[config.mk]
export PLATFORM = sky130hd
export DESIGN_NAME = uart_core
export DESIGN_NICKNAME = d
export VERILOG_FILES = /design/src/logic/uart_pkg.sv /design/src/logic/uart_baud_timer.sv /design/src/logic/uart_rx_fsm.sv /design/src/logic/uart_tx_fsm.sv /design/src/logic/uart_fifo.sv /design/src/logic/uart_wb_regs.sv /design/src/logic/uart_core.sv
export VERILOG_INCLUDE_DIRS = /design/src /design/src/include
export SDC_FILE = /design/constraint.sdc
export NUM_CORES = 1
export LEC_CHECK = 0
export ABC_AREA = 1
export BUFFER_PORTS_ARGS = -buffer_cell sky130_fd_sc_hd__buf_2
export CAP_MARGIN = 20
export CORE_MARGIN = 1
export CORE_UTILIZATION = 49
export DETAILED_ROUTE_END_ITERATION = 16
export PLACE_DENSITY = 0.69
export SLEW_MARGIN = 0
export SYNTH_ARGS = -nofsm -noshare
export SYNTH_HDL_FRONTEND = slang
export SYNTH_SLANG_ARGS = --single-unit
[constraint.sdc]
create_clock -name rxclk -period 2.5 [get_ports rxclk]
set_clock_uncertainty 0.15 [all_clocks]
set_input_delay 0.125 -clock rxclk [delete_from_list [all_inputs] [get_ports rxclk]]
set_output_delay 0.125 -clock rxclk [all_outputs]
set_load 0.03 [all_outputs]
[src/include/uart_cfg.svh]
`ifndef UART_CFG_SVH
`define UART_CFG_SVH

// Frame payload width
`define UART_DATA_BITS 8

// Entries held by each FIFO
`define UART_FIFO_DEPTH 8

// Baud divisor register
`define UART_DIV_WIDTH 16
`define UART_DEFAULT_DIV 16'd26

`endif

[src/logic/uart_pkg.sv]
`include "uart_cfg.svh"

package uart_pkg;

  typedef logic [`UART_DATA_BITS-1:0] uart_byte_t;

  // Receive FIFO entry, error flag on top
  typedef struct packed {
    logic       frame_err;
    uart_byte_t data;
  } uart_rx_entry_t;

  // Wishbone word offsets
  typedef enum logic [1:0] {
    REG_DATA   = 2'd0,
    REG_STATUS = 2'd1,
    REG_CTRL   = 2'd2,
    REG_DIV    = 2'd3
  } uart_reg_addr_t;

  typedef enum logic [1:0] {RX_IDLE, RX_START, RX_DATA, RX_STOP} uart_rx_state_t;
  typedef enum logic [1:0] {TX_IDLE, TX_START, TX_DATA, TX_STOP} uart_tx_state_t;

endpackage

[src/logic/uart_baud_timer.sv]
`timescale 1ns/1ps
`include "uart_cfg.svh"

module uart_baud_timer (
  input  logic                       rxclk,
  input  logic                       reset,
  input  logic [`UART_DIV_WIDTH-1:0] divisor,
  output logic                       tick
);

  logic [`UART_DIV_WIDTH-1:0] count;

  // Down-counter, period is divisor+1 clocks
  always_ff @(posedge rxclk or posedge reset) begin
    if (reset) begin
      count <= '0;
    end else if (count == '0) begin
      count <= divisor;  // New divisor only seen here
    end else begin
      count <= count - 1'b1;
    end
  end

  // Oversample strobe shared by rx and tx
  assign tick = (count == '0);

endmodule

[src/logic/uart_rx_fsm.sv]
`timescale 1ns/1ps
`include "uart_cfg.svh"

module uart_rx_fsm (
  input  logic                     rxclk,
  input  logic                     reset,
  input  logic                     tick,
  input  logic                     rx_enable,
  input  logic                     rx_in,
  output logic                     push,
  output uart_pkg::uart_rx_entry_t entry
);
  import uart_pkg::*;

  localparam int IDX_W = $clog2(`UART_DATA_BITS);

  logic [1:0]       sync;
  logic             rx_s;
  uart_rx_state_t   state;
  logic [3:0]       os_cnt;
  logic [IDX_W-1:0] bit_idx;
  uart_byte_t       shift_reg;
  logic             half_bit;
  logic             full_bit;

  // Two-flop synchronizer, line idles high
  always_ff @(posedge rxclk or posedge reset) begin
    if (reset) begin
      sync <= 2'b11;
    end else begin
      sync <= {sync[0], rx_in};
    end
  end

  assign rx_s     = sync[1];
  assign half_bit = tick && (os_cnt == 4'd7);
  assign full_bit = tick && (os_cnt == 4'd15);

  always_ff @(posedge rxclk or posedge reset) begin
    if (reset) begin
      state   <= RX_IDLE;
      os_cnt  <= '0;
      bit_idx <= '0;
      push    <= 1'b0;
    end else begin
      push <= 1'b0;
      if (!rx_enable) begin
        state <= RX_IDLE;  // Abort at once
      end else begin
        if (tick) os_cnt <= os_cnt + 1'b1;
        case (state)
          RX_IDLE: if (tick && !rx_s) begin
            state  <= RX_START;
            os_cnt <= '0;
          end
          RX_START: if (half_bit) begin
            // Middle of start bit, high means glitch
            state   <= rx_s ? RX_IDLE : RX_DATA;
            os_cnt  <= '0;
            bit_idx <= '0;
          end
          RX_DATA: if (full_bit) begin
            bit_idx <= bit_idx + 1'b1;
            if (bit_idx == IDX_W'(`UART_DATA_BITS - 1)) state <= RX_STOP;
          end
          RX_STOP: if (full_bit) begin
            state <= RX_IDLE;
            push  <= 1'b1;
          end
          default: state <= RX_IDLE;
        endcase
      end
    end
  end

  // Data assembly, LSB arrives first
  always_ff @(posedge rxclk) begin
    if (state == RX_DATA && full_bit) begin
      shift_reg <= {rx_s, shift_reg[`UART_DATA_BITS-1:1]};
    end
    if (state == RX_STOP && full_bit) begin
      entry.data      <= shift_reg;
      entry.frame_err <= ~rx_s;  // Low stop bit
    end
  end

endmodule

[src/logic/uart_tx_fsm.sv]
`timescale 1ns/1ps
`include "uart_cfg.svh"

module uart_tx_fsm (
  input  logic                 rxclk,
  input  logic                 reset,
  input  logic                 tick,
  input  logic                 tx_enable,
  input  logic                 fifo_empty,
  input  uart_pkg::uart_byte_t fifo_data,
  output logic                 pop,
  output logic                 tx_out,
  output logic                 busy
);
  import uart_pkg::*;

  localparam int IDX_W = $clog2(`UART_DATA_BITS);

  uart_tx_state_t   state;
  logic [3:0]       os_cnt;
  logic [IDX_W-1:0] bit_idx;
  uart_byte_t       shift_reg;
  logic             bit_end;

  assign bit_end = tick && (os_cnt == 4'd15);

  // Take a byte from idle or straight after a stop bit
  assign pop = tick && tx_enable && !fifo_empty &&
               ((state == TX_IDLE) || (state == TX_STOP && os_cnt == 4'd15));

  assign busy = (state != TX_IDLE) || pop;

  always_ff @(posedge rxclk or posedge reset) begin
    if (reset) begin
      state   <= TX_IDLE;
      os_cnt  <= '0;
      bit_idx <= '0;
      tx_out  <= 1'b1;
    end else if (pop) begin
      state  <= TX_START;
      os_cnt <= '0;
      tx_out <= 1'b0;  // Start bit
    end else if (tick && state != TX_IDLE) begin
      os_cnt <= os_cnt + 1'b1;
      if (os_cnt == 4'd15) begin
        case (state)
          TX_START: begin
            state   <= TX_DATA;
            bit_idx <= '0;
            tx_out  <= shift_reg[0];
          end
          TX_DATA: begin
            if (bit_idx == IDX_W'(`UART_DATA_BITS - 1)) begin
              state  <= TX_STOP;
              tx_out <= 1'b1;
            end else begin
              bit_idx <= bit_idx + 1'b1;
              tx_out  <= shift_reg[0];
            end
          end
          default: state <= TX_IDLE;  // End of stop bit
        endcase
      end
    end
  end

  // Shifter feeds tx_out from bit 0
  always_ff @(posedge rxclk) begin
    if (pop) begin
      shift_reg <= fifo_data;
    end else if (bit_end && (state == TX_START || state == TX_DATA)) begin
      shift_reg <= shift_reg >> 1;
    end
  end

endmodule

[src/logic/uart_fifo.sv]
`timescale 1ns/1ps
`include "uart_cfg.svh"

module uart_fifo #(
  parameter type payload_t = uart_pkg::uart_byte_t
) (
  input  logic     rxclk,
  input  logic     reset,
  input  logic     push,
  input  payload_t push_data,
  input  logic     pop,
  output payload_t pop_data,
  output logic     full,
  output logic     empty
);

  localparam int DEPTH = `UART_FIFO_DEPTH;
  localparam int PTR_W = $clog2(DEPTH);
  localparam int CNT_W = $clog2(DEPTH + 1);

  payload_t         mem [DEPTH];
  logic [PTR_W-1:0] wr_ptr;
  logic [PTR_W-1:0] rd_ptr;
  logic [CNT_W-1:0] count;
  logic             do_push;
  logic             do_pop;

  assign full     = (count == CNT_W'(DEPTH));
  assign empty    = (count == '0);
  assign do_push  = push && !full;   // Overflow ignored
  assign do_pop   = pop && !empty;   // Underflow ignored
  assign pop_data = mem[rd_ptr];     // Head always visible

  always_ff @(posedge rxclk) begin
    if (do_push) mem[wr_ptr] <= push_data;
  end

  always_ff @(posedge rxclk or posedge reset) begin
    if (reset) begin
      wr_ptr <= '0;
      rd_ptr <= '0;
      count  <= '0;
    end else begin
      if (do_push) wr_ptr <= (wr_ptr == PTR_W'(DEPTH - 1)) ? '0 : wr_ptr + 1'b1;
      if (do_pop) rd_ptr <= (rd_ptr == PTR_W'(DEPTH - 1)) ? '0 : rd_ptr + 1'b1;
      case ({do_push, do_pop})
        2'b10:   count <= count + 1'b1;
        2'b01:   count <= count - 1'b1;
        default: count <= count;
      endcase
    end
  end

endmodule

[src/logic/uart_wb_regs.sv]
`timescale 1ns/1ps
`include "uart_cfg.svh"

module uart_wb_regs (
  input  logic                       rxclk,
  input  logic                       reset,
  input  logic                       wb_cyc,
  input  logic                       wb_stb,
  input  logic                       wb_we,
  input  logic [1:0]                 wb_adr,
  input  logic [31:0]                wb_dat_i,
  output logic [31:0]                wb_dat_o,
  output logic                       wb_ack,
  output logic                       tx_push,
  output uart_pkg::uart_byte_t       tx_push_data,
  input  logic                       tx_full,
  output logic                       rx_pop,
  input  uart_pkg::uart_rx_entry_t   rx_pop_data,
  input  logic                       rx_empty,
  input  logic                       rx_push,
  input  logic                       rx_full,
  input  logic                       tx_empty,
  input  logic                       tx_busy,
  output logic                       rx_enable,
  output logic                       tx_enable,
  output logic [`UART_DIV_WIDTH-1:0] divisor
);
  import uart_pkg::*;

  localparam int ENTRY_W = $bits(uart_rx_entry_t);

  uart_reg_addr_t reg_addr;
  logic           acc;
  logic           wr;
  logic           rd;
  logic           overrun;

  assign reg_addr = uart_reg_addr_t'(wb_adr);

  // One-cycle ack, so a held strobe acks every other cycle
  always_ff @(posedge rxclk or posedge reset) begin
    if (reset) begin
      wb_ack <= 1'b0;
    end else begin
      wb_ack <= wb_cyc && wb_stb && !wb_ack;
    end
  end

  assign acc = wb_ack && wb_cyc && wb_stb;  // Access lands on the ack cycle
  assign wr  = acc && wb_we;
  assign rd  = acc && !wb_we;

  // FIFO strobes, full and empty handled inside the FIFOs
  assign tx_push      = wr && (reg_addr == REG_DATA);
  assign tx_push_data = wb_dat_i[`UART_DATA_BITS-1:0];
  assign rx_pop       = rd && (reg_addr == REG_DATA);

  always_ff @(posedge rxclk or posedge reset) begin
    if (reset) begin
      rx_enable <= 1'b0;
      tx_enable <= 1'b0;
      divisor   <= `UART_DEFAULT_DIV;
      overrun   <= 1'b0;
    end else begin
      if (wr && reg_addr == REG_CTRL) begin
        rx_enable <= wb_dat_i[0];
        tx_enable <= wb_dat_i[1];
      end
      if (wr && reg_addr == REG_DIV) divisor <= wb_dat_i[`UART_DIV_WIDTH-1:0];
      // Set wins over the clear-on-read
      if (rx_push && rx_full) begin
        overrun <= 1'b1;
      end else if (rd && reg_addr == REG_STATUS) begin
        overrun <= 1'b0;
      end
    end
  end

  // Read mux
  always_comb begin
    wb_dat_o = '0;
    case (reg_addr)
      REG_DATA: begin
        if (!rx_empty) wb_dat_o[ENTRY_W-1:0] = rx_pop_data;
      end
      REG_STATUS: wb_dat_o[3:0] = {overrun, tx_empty & ~tx_busy, tx_full, ~rx_empty};
      REG_CTRL:   wb_dat_o[1:0] = {tx_enable, rx_enable};
      REG_DIV:    wb_dat_o[`UART_DIV_WIDTH-1:0] = divisor;
      default:    wb_dat_o = '0;
    endcase
  end

endmodule

[src/logic/uart_core.sv]
`timescale 1ns/1ps
`include "uart_cfg.svh"

module uart_core (
  input  logic        rxclk,
  input  logic        reset,
  input  logic        wb_cyc,
  input  logic        wb_stb,
  input  logic        wb_we,
  input  logic [1:0]  wb_adr,
  input  logic [31:0] wb_dat_i,
  output logic [31:0] wb_dat_o,
  output logic        wb_ack,
  input  logic        rx_in,
  output logic        tx_out
);
  import uart_pkg::*;

  logic                       tick;
  logic                       rx_enable;
  logic                       tx_enable;
  logic [`UART_DIV_WIDTH-1:0] divisor;
  logic                       tx_push;
  uart_byte_t                 tx_push_data;
  logic                       tx_pop;
  uart_byte_t                 tx_pop_data;
  logic                       tx_full;
  logic                       tx_empty;
  logic                       tx_busy;
  logic                       rx_push;
  uart_rx_entry_t             rx_push_data;
  logic                       rx_pop;
  uart_rx_entry_t             rx_pop_data;
  logic                       rx_full;
  logic                       rx_empty;

  uart_baud_timer i_baud_timer (
    .rxclk   (rxclk),
    .reset   (reset),
    .divisor (divisor),
    .tick    (tick)
  );

  uart_rx_fsm i_rx_fsm (
    .rxclk     (rxclk),
    .reset     (reset),
    .tick      (tick),
    .rx_enable (rx_enable),
    .rx_in     (rx_in),
    .push      (rx_push),
    .entry     (rx_push_data)
  );

  uart_tx_fsm i_tx_fsm (
    .rxclk      (rxclk),
    .reset      (reset),
    .tick       (tick),
    .tx_enable  (tx_enable),
    .fifo_empty (tx_empty),
    .fifo_data  (tx_pop_data),
    .pop        (tx_pop),
    .tx_out     (tx_out),
    .busy       (tx_busy)
  );

  uart_fifo #(.payload_t(uart_byte_t)) tx_fifo (
    .rxclk     (rxclk),
    .reset     (reset),
    .push      (tx_push),
    .push_data (tx_push_data),
    .pop       (tx_pop),
    .pop_data  (tx_pop_data),
    .full      (tx_full),
    .empty     (tx_empty)
  );

  uart_fifo #(.payload_t(uart_rx_entry_t)) rx_fifo (
    .rxclk     (rxclk),
    .reset     (reset),
    .push      (rx_push),
    .push_data (rx_push_data),
    .pop       (rx_pop),
    .pop_data  (rx_pop_data),
    .full      (rx_full),
    .empty     (rx_empty)
  );

  uart_wb_regs i_wb_regs (
    .rxclk        (rxclk),
    .reset        (reset),
    .wb_cyc       (wb_cyc),
    .wb_stb       (wb_stb),
    .wb_we        (wb_we),
    .wb_adr       (wb_adr),
    .wb_dat_i     (wb_dat_i),
    .wb_dat_o     (wb_dat_o),
    .wb_ack       (wb_ack),
    .tx_push      (tx_push),
    .tx_push_data (tx_push_data),
    .tx_full      (tx_full),
    .rx_pop       (rx_pop),
    .rx_pop_data  (rx_pop_data),
    .rx_empty     (rx_empty),
    .rx_push      (rx_push),
    .rx_full      (rx_full),
    .tx_empty     (tx_empty),
    .tx_busy      (tx_busy),
    .rx_enable    (rx_enable),
    .tx_enable    (tx_enable),
    .divisor      (divisor)
  );

endmodule

# Word-level counts from Yosys, hierarchy flattened
# Memories as Yosys holds them, arrays and structs flattened.
# Cells that the tools add are included.
# op_classes
n_addsub	13
n_eq_ne	33
muxes	52
bitwise_logic	5
n_reduce_logical	59
# ops
cell	n
$logic_and 1x1->1	28
$pmux 4 s2	3
$mux 2	11
$mux 3	7
$mux 4	5
$add 3x1->3 const B	6
$eq 3x3->1 const B	6
$reduce_bool 2->1	9
$add 4x1->4 const B	4
$eq 2x2->1 const B	8
$eq 4x4->1 const B	4
$logic_not 16->1	1
$mux 16	1
$mux 8	2
$pmux 2 s4	2
$sub 16x1->16 const B	1
$ne 3x3->1 const B	5
$mux 1	13
$pmux 3 s2	2
$eq 2x1->1 const B	5
$pmux 5 s2	1
$reduce_and 5->1	2
$mux 9	1
$logic_not 4->1	2
other kinds (17)	33
# word_totals
ff_bits	103
mem_bits_rw	136
inputBits	40
out_inout_bits	34
memories	2
# memory_table
memory	words	word_bits	read_ports	rd_clocked_by_memory_dff	wr	line	rtl
rx_fifo.mem	8	9	1	0	1	uart_fifo.sv:21	payload_t mem [DEPTH];
tx_fifo.mem	8	8	1	0	1	uart_fifo.sv:21	

# Depth between registers and ports, before layout
# Gate-level depths: netlist of run 1.
# logic_depth
depth_word	8
mapped_depth	15
ltp_nobuf	15

# Modules after synthesis
# From an unflattened synthesis of run 1, not the netlist that was laid out.
# hier_totals
cells_unflattened	1342
area_unflattened_um2	11925.2
# by_module_without_submodules
module	n_inst	cells_each	area_per_inst_um2	seq_area_each_um2
uart_fifo (rx_fifo)	1	400	3781.1	2412.3
uart_fifo (tx_fifo)	1	365	3432.0	2172.1
uart_wb_regs	1	190	1393.8	504.2
uart_rx_fsm	1	114	1238.7	813.3
uart_baud_timer	1	155	1054.8	400.4
uart_tx_fsm	1	118	1024.7	491.7

# Least setup slack after synthesis of run 1
# No wires, ideal clock.
# synth_path
path_kind	reg-to-reg
start	register rx_fifo.count[0]
end	register rx_fifo.count[3]
setup_ns	0.123
arrival_time_ns	2.237
required_time_ns	2.227
path_slack_ns	-0.009
stages_incl_launch_ff	16
period_less_slack_ns	2.509
cell_sequence	dfrtp_1 inv_1 nand2_1 nor3_1 nor2_2 nand2_1 inv_1 ha_1 ha_1 nand2_1 nor2_1 a211oi_1 nor2_1 nor2_1 nand2_1 xor2_1
# synth_via
elab_chain_cells	5
word_cells_on_any_way	12
# synth_lines
element	line	rtl
start, declared	uart_fifo.sv:24	logic [CNT_W-1:0] count;
start signal, assigned	uart_fifo.sv:47	2'b10: count <= count + 1'b1;
start signal, assigned	uart_fifo.sv:48	2'b01: count <= count - 1'b1;
start signal, assigned	uart_fifo.sv:49	default: count <= count;
$logic_not 4->1 (*)	uart_fifo.sv:29	assign empty = (count == '0);
$logic_not 1->1 (*)	-	
$logic_and 1x1->1 (*)	uart_fifo.sv:31	assign do_pop = pop && !empty;
via rx_fifo.do_pop	uart_fifo.sv:26	logic do_pop;
$eq 2x1->1 or $eq 2x2->1 (tied branches)	uart_fifo.sv:46	case ({do_push, do_pop})
$pmux 4 s2 or $reduce_bool 2->1 (tied branches)	-	
# Mark *: on every way through the listed nets, which the timed path passes. The rest lies on a longest branch.
# A chain may end at the register's enable or synchronous reset.

# Worst setup path after layout of run 1
# layout_path
start	register rx_fifo.rd_ptr[0]
end	output port wb_dat_o[5]
# layout_via
elab_chain_cells	3
# layout_lines
element	line	rtl
start, declared	uart_fifo.sv:23	logic [PTR_W-1:0] rd_ptr;
start signal, assigned	uart_fifo.sv:45	if (do_pop) rd_ptr <= (rd_ptr == PTR_W'(DEPTH - 1)) ? '0 : rd_ptr + 1'b1;
$mem_v2 8x9	-	
$mux 9	uart_wb_regs.sv:84	if (!rx_empty) wb_dat_o[ENTRY_W-1:0] = rx_pop_data;
$pmux 5 s2	uart_wb_regs.sv:82	case (reg_addr)
end, declared	uart_core.sv:12	output logic [31:0] wb_dat_o,
# No other way between the ends.

==> metrics, run 1 <==
CP dominant cell by count=nor2_1; Nets=approximately 1200; Post-Syn Instances=992; via count=7227; Tmin final=roughly 2400 ps; Slew Limit Fails=0; DR WL/cell=15.9 um; max FFs per register=just over 70; critical path peak fanout=17; final setup fails=0; Die Y=150 um; CTS root buf=clkbuf_16; Regs by FF count=rx_fifo.mem x72, tx_fifo.mem x64; Inserted Clock Buffers=26; Yosys cell types=46; RSZ-0062 raised after global routing=true; max cap viols=0; sequential share of the synthesized area=a little under two thirds; setup_tns=0 ps; die width=150 um; PwrDens=~700 mW/mm2; area post-placement=0.0114 mm2; outcome=completed; total track usage=20.5%; dpl hpwl=14400 um; H-tree depth=1; fillers=1724; Die Area=0.0225 mm2; core area=0.0212 mm2; DRC viols=0; main combinational cell family by area after synthesis=simple AND/OR/NAND/NOR gates; Net Sw Frac=22.8%; Critical Path Sink Type=output port; largest net degree at the start of global routing=79; count of state elements after synthesis=239; adder-cell share of the synthesized area=4.04%; First DRT Iteration DRCs=a little under 600; vias in the first global route=7062; XOR/XNOR Fraction of Synth Area=1.72%; Worst-path clk slew=60 ps; first-pass GRT wire length=35700 um; Area growth syn-to-layout=18.6%; CTS tree=yes; Worst Path Buf+Inv=4; total grt overflow=0; post-route design area=0.0127 mm2; commonest non-fill, non-tap cells in the layout=nor2_1 (166), edfxtp_1 (161), nand2_1 (136); HP Class=primary input to flop; # diodes=0; post-synthesis mux area share=1.44%; port bufs=41; Vias/cell=5.17; Peak VDD IR=0.000568 V; routability cong.=0.826; initial antenna violation count=0; Gate power share=under 10%; asr flop ratio synth=32.6%; initial core utilization=50.5%; sequential power share=between 40% and 50%; Final period util=97.4%; total power=9.11 mW; Final Hold Vio Count=0; mapped cell area=0.0107 mm2; number of synthesized flops with an enable pin=161; # IOs=74; DRT Pass-1 Iters=5; CP arrival=2160 ps; DRT Wirelength=22300 um; fraction of layout cells with a size suffix above 1=17.4%; YS warnings=0; Pint=roughly 7.0 mW; Routed Antenna Nets=0; Slowest cell on crit path=dfrtp_1; Critical Path RT=2230 ps; clock buffer depth=3; Post-Synth Simple-Gate Area=14.8%; most common cell after layout, fill and taps aside=nor2_1; Fmax=roughly 0.4 GHz; Clock Power Share=43.0%; compound-gate portion of the synthesized area=under 10%; Sink Count=239; clock latency on the worst-skew pair=520 ps; syn_area_per_cell=10.8 um2; Switch Pwr=a little over 2 mW; critical path launch point type=flop; WS Path Type=flop to output port; Post-synth top flop=edfxtp_1; Crit path max-delay family=buffers and inverters; Site Rows=53; Crit path largest cell delay=roughly 430 ps; Slew @ Worst Pin=about 1000 ps; worst path cell trace=inv_2 > buf_4 > clkbuf_16 > nor2_1 > nor2_1 > o21ai_0 > o211ai_1 > nand3_1 > a21oi_1 > buf_2; max_slew headroom=31.4%; leakage dissipation=5.15 nW; largest register by flop count=rx_fifo.mem
## cell families (layout without fill, tap and decap cells)
| family | after synthesis | after routing |
|---|---|---|
| XOR/XNOR | 21 | 21 |
| flip-flops | 239 | 239 |
| AO/OA/AOI/OAI | 180 | 180 |
| AND/OR/NAND/NOR | 375 | 375 |
| buffers and inverters | 128 | 244 |
| multiplexers | 14 | 14 |
| other | 1 | 16 |
| adder cells (fa/ha/maj) | 34 | 34 |
## stage by stage
stage | worst slack [ps] | utilization, % | hold WS [ps] | instances
floorplan | 8.60 | - | -20.5 | 1007
global placement | 68.5 | 53.7 | 80.9 | 1317
detailed placement | 18.7 | 53.7 | 82.2 | 1317
CTS | 12.5 | 59.1 | 34.6 | 1389
global route | -48.2 | 59.9 | 88.8 | 1398
finish | 66.0 | 59.9 | 49.2 | 1398
## cell usage after synthesis, types with 9 or more instances
cell type | n | area [um2]
edfxtp_1 | 161 | 4830
xnor2_1 | 12 | 105
xor2_1 | 9 | 78.8
ha_1 | 33 | 413
o21ai_0 | 112 | 561
inv_1 | 78 | 293
o211ai_1 | 18 | 135
buf_4 | 17 | 128
mux2_2 | 11 | 124
clkbuf_1 | 17 | 63.8
dfrtp_1 | 72 | 1800
nand3_1 | 22 | 110
a31oi_1 | 9 | 56.3
nor2_1 | 168 | 631
nor3_1 | 15 | 75.1
nand2_1 | 138 | 518
nor2_2 | 9 | 56.3
a21oi_1 | 22 | 110
## worst reg2reg max path, cell delays in order, from the launching register on
cell and delay [ps]:
dfrtp_1 360, inv_1 90, ha_2 200, nand2_2 80, nor2_4 120, nand2_2 110
nor3_4 230, ha_4 180, xor2_2 160, ha_1 170, a21oi_1 60, a21oi_1 150
o21ai_0 100, o21a_1 110
## path summary, 6_finish.rpt
path | start | end | slack [ps] | cells after the start
worst min-delay path | wb_adr[1] | i_wb_regs.tx_enable | 50 | 4
max in group asynchronous | reset | i_tx_fsm.tx_out | 1750 | 4
worst min register to register | i_rx_fsm.sync[0] | i_rx_fsm.sync[1] | 210 | 0
worst max register to register | i_baud_timer.count[0] | tx_fifo.count[2] | 120 | 13
min in group asynchronous | reset | i_rx_fsm.bit_idx[1] | 80 | 4
worst max-delay path | rx_fifo.rd_ptr[0] | wb_dat_o[5] | 70 | 10
## layer usage
| layer | part of all wire (%) | wire (um) | GRT usage, % | up-vias |
|---|---|---|---|---|
| li1 | - | - | - | 3576 |
| met1 | 47 | 10400 | 28.9 | 3422 |
| met2 | 46 | 10300 | 33.1 | 195 |
| met3 | 5.5 | 1220 | 3.17 | 34 |
| met4 | 1.7 | 384 | 5.20 | 0 |
| met5 | 0 | 0 | 0 | - |
## power by group through the flow
| stage | sequential [mW] | combinational [mW] | clock (mW) |
|---|---|---|---|
| finish | 4.37 | 0.823 | 3.91 |
| floorplan | 4.43 | 0.514 | 0 |
| global route | 4.38 | 0.918 | 4.13 |
| global placement | 4.44 | 0.710 | 0 |
| CTS | 4.37 | 0.766 | 3.98 |
| detailed placement | 4.44 | 0.729 | 0 |
## area by class of cell
cell class	instances	area [um2]	area share, %
Sequential cell	239	6790	53.5
Multi-Input combinational cell	640	3490	27.5
Clock buffer	31	711	5.59
Inverter	83	318	2.50
Tap cell	275	344	2.71
Clock inverter	17	184	1.45
Timing Repair Buffer	113	861	6.78
## repair_timing
action / 4_1_cts / 5_1_grt
hold buffers: 23 / 0
hold endpoints to repair: 164 / 0
pin swaps: 1 / 6
buffers inserted: 1 / 8
gates resized for setup: 3 / 25
gates cloned: 0 / 1
endpoints found under the setup margin: 2 / 25
(Power assumes the default switching activity.)
==> run 2, diff against run 1 <==
- ABC_AREA: 1 -> 0
==> metrics, run 2 <==
area leader, netlist=edfxtp_1; initial core utilization=49.8% (-0.66 points); outcome=finished with violations; routability cong.=0.858 (+3.9%); largest net degree at the start of global routing=36 (-54%); HP Class=primary input to asynchronous set/reset pin; syn_area_per_cell=15.1 um2 (+40%); DRT Wirelength=22400 um (+0.41%); Peak VDD IR=0.000624 V (+9.8%); Tmin final=2720 ps (+283 ps); leakage dissipation=5.00 nW (-3.1%); R2R setup slack=-220 ps (-340 ps); Final period util=109% (+11 points); Area growth syn-to-layout=23.9%; total power=9.73 mW (+6.8%); XOR/XNOR Fraction of Synth Area=1.93% (+0.21 points); clock buffer depth=3 (unchanged); post-route design area=0.0129 mm2 (+1.8%); post-route core utilization=61.7% (+1.9 points); WS Path Type=flop to flop; Post-Syn Instances=693 (-30%); fraction of layout cells with a size suffix above 1=35.0% (+18 points); setup_tns=-1570 ps (-1570 ps); number of synthesized flops with an enable pin=161 (unchanged); met3 Track Usage GR=3.55% (+0.38 points); Site Rows=53 (unchanged); area post-placement=0.0115 mm2 (+1.1%); Layout Cells excl Fill=1140 (-18%); asr flop ratio synth=32.6% (unchanged); Gate power share=15.3% (+6.3 points); Post-Synth Simple-Gate Area=9.12% (-5.7 points); Clock Power Share=37.8% (-5.2 points); Crit path max-delay family=simple AND/OR/NAND/NOR gates; Inserted Clock Buffers=25 (-3.8%); adder-cell share of the synthesized area=4.15% (+0.11 points); core area=0.0210 mm2 (-1.3%); DR WL/cell=19.6 um (+23%); FF-to-FF path depth=7 (-6); RSZ-0062 raised after global routing=true; Final Hold Vio Count=0 (unchanged); Most Used Layer, Global Route=met2; WHS=7.34 ps (-41.9 ps); synth cell count leaders=edfxtp_1 (161), dfrtp_1 (72), nor2_1 (63); Switch Pwr=2.42 mW (+16%); via count=6298 (-13%); Post-synth top flop=edfxtp_1; critical path launch point type=flop; ranking of synthesized cells by area=edfxtp_1 (46%), dfrtp_1 (17%), mux4_2 (7.3%); grt met2 use=38.9% (+5.8 points); DRT Pass-1 Iters=5 (unchanged); Slew @ Worst Pin=798 ps (-228 ps); Yosys cell types=55 (+20%); commonest non-fill, non-tap cells in the layout=edfxtp_1 (161), buf_4 (81), dfrtp_1 (70); Fmax=0.368 GHz (-10%); failing checks=negative setup slack; compound-gate portion of the synthesized area=3.40% (-5.8 points); worst setup margin=-217 ps (-283 ps); critical path peak fanout=4 (-13); CTS tree=yes; CP dominant cell by count=or3_4; max FFs per register=72 (unchanged); Net Sw Frac=24.9% (+2.0 points); dpl hpwl=14900 um (+3.5%); count of state elements after synthesis=239 (unchanged); Critical Path Sink Type=flop; sequential power share=46.8% (-1.2 points); max cap viols=0 (unchanged); max_slew headroom=46.8% (+15 points); mapped cell area=0.0104 mm2 (-2.5%); vias in the first global route=6600 (-6.5%); main combinational cell family by area after synthesis=multiplexers; count leader, synth=edfxtp_1; Sink Count=239 (unchanged); Crit path largest cell delay=430 ps (about the same); most common cell after layout, fill and taps aside=edfxtp_1; Nets=920 (-22%); post-synthesis mux area share=13.6% (+12 points); CTS root buf=clkbuf_16; Worst-path clk slew=60 ps (about the same); post-synth top area share=46.3% (+1.2 points); total track usage=21.4% (+0.96 points); worst path cell trace=inv_2 > ha_4 > or3b_4 > or3_4 > o41a_1 > or3_4 > mux2_4; sequential share of the synthesized area=65.1% (+1.7 points); total grt overflow=0 (unchanged); PwrDens=752 mW/mm2 (+4.9%); Regs by FF count=rx_fifo.mem x72, tx_fifo.mem x64; Die Area=0.0219 mm2 (-2.5%); port bufs=41 (unchanged); worst slack, placed=-297 ps (-316 ps); CP arrival=2970 ps (+810 ps); M1 GR Usage=26.4% (-2.5 points); final setup fails=18 (+18); Slew Limit Fails=0 (unchanged); YS warnings=0 (unchanged); Die Y=148 um (-1.3%); # IOs=74 (unchanged); Slowest cell on crit path=or3_4; H-tree depth=1 (unchanged); initial antenna violation count=0 (unchanged); Critical Path Stages=7 (-3); Pint=7.31 mW (+4.0%); Routed Antenna Nets=0 (unchanged); Critical Path RT=2760 ps (+530 ps); first-pass GRT wire length=35600 um (-0.23%); First DRT Iteration DRCs=369 (-37%); clock latency on the worst-skew pair=520 ps (about the same); die width=148 um (-1.3%); # diodes=0 (unchanged); largest register by flop count=rx_fifo.mem; Worst Path Buf+Inv=1 (-3); Cell Count Post-Placement=1060 (-20%); DRC viols=0 (unchanged); Vias/cell=5.52 (+6.9%)
## run 2: changes by cell type after synthesis, moves of 9 or more
| cell | previous run | this run |
|---|---|---|
| o21ai_0 | 112 | 7 |
| o211ai_1 | 18 | 0 |
| nor2_1 | 168 | 63 |
| mux4_2 | 0 | 34 |
| nand2_1 | 138 | 33 |
| nor2_2 | 9 | 0 |
| nand2b_1 | 0 | 9 |
| mux2_2 | 11 | 41 |
| mux2i_1 | 3 | 18 |
| inv_1 | 78 | 15 |
## run 2: cells by family after synthesis
| group | after synthesis |
|---|---|
| AOI/OAI and AO/OA | 54 |
| muxes | 94 |
| and+or+nand+nor | 193 |
| adders and majority gates | 34 |
| DFF | 239 |
| xor gates and xnor gates | 23 |
| other | 1 |
| buffers and inverters | 55 |
## run 2: area by class of cell
| class | instances | area, um2 |
|---|---|---|
| clock buffer | 31 | 648 |
| clock inverter | 15 | 170 |
| inverter | 15 | 57.6 |
| fill | 1527 | 8020 |
| timing repair buffer | 151 | 1220 |
| sequential | 239 | 6800 |
| multi-input combinational | 414 | 3700 |
| tap | 275 | 344 |
## run 2: path summary, 6_finish.rpt
kind / end / from
worst max register to register: i_rx_fsm.bit_idx[0] / i_baud_timer.count[0]
worst min register to register: i_rx_fsm.sync[1] / i_rx_fsm.sync[0]
worst min-delay path: i_rx_fsm.os_cnt[3] / reset
min in group rxclk: i_wb_regs.overrun / wb_adr[0]
worst max-delay path: i_rx_fsm.bit_idx[0] / i_baud_timer.count[0]
max in group asynchronous: i_tx_fsm.tx_out / reset
## run 2: worst reg2reg max path, stage by stage (launching register included)
cell     delay, ps
dfrtp_1        390
inv_2           70
ha_4           120
or3b_4         420
or3_4          430
o41a_1         380
or3_4          370
mux2_4         270
## run 2: repair_timing
| item | in CTS | in global routing |
|---|---|---|
| setup buffers | 7 | 5 |
| hold buffers | 22 | 0 |
| pin swaps | 12 | 21 |
| endpoints found under the setup margin | 26 | 37 |
| endpoints found under the hold margin | 160 | 0 |
| cloned | 2 | 0 |
| gates resized for setup | 35 | 31 |
## run 2: power groups by stage
stage | logic (mW) | registers (mW) | clock network, mW
2_1_floorplan | 0.784 | 4.62 | 0
3_3_place_gp | 1.26 | 4.60 | 0
3_5_place_dp | 1.31 | 4.62 | 0
4_1_cts | 1.45 | 4.54 | 3.75
5_1_grt | 1.63 | 4.58 | 3.90
6_report | 1.49 | 4.56 | 3.68
## run 2: layer usage
| metal | part of all wire [%] | routed length, um | vias up |
|---|---|---|---|
| met5 | 0 | 0 | - |
| met1 | 40 | 8970 | 3202 |
| met2 | 53 | 12000 | 179 |
| met3 | 4.6 | 1030 | 27 |
| met4 | 1.8 | 410 | 0 |
| li1 | - | - | 2890 |
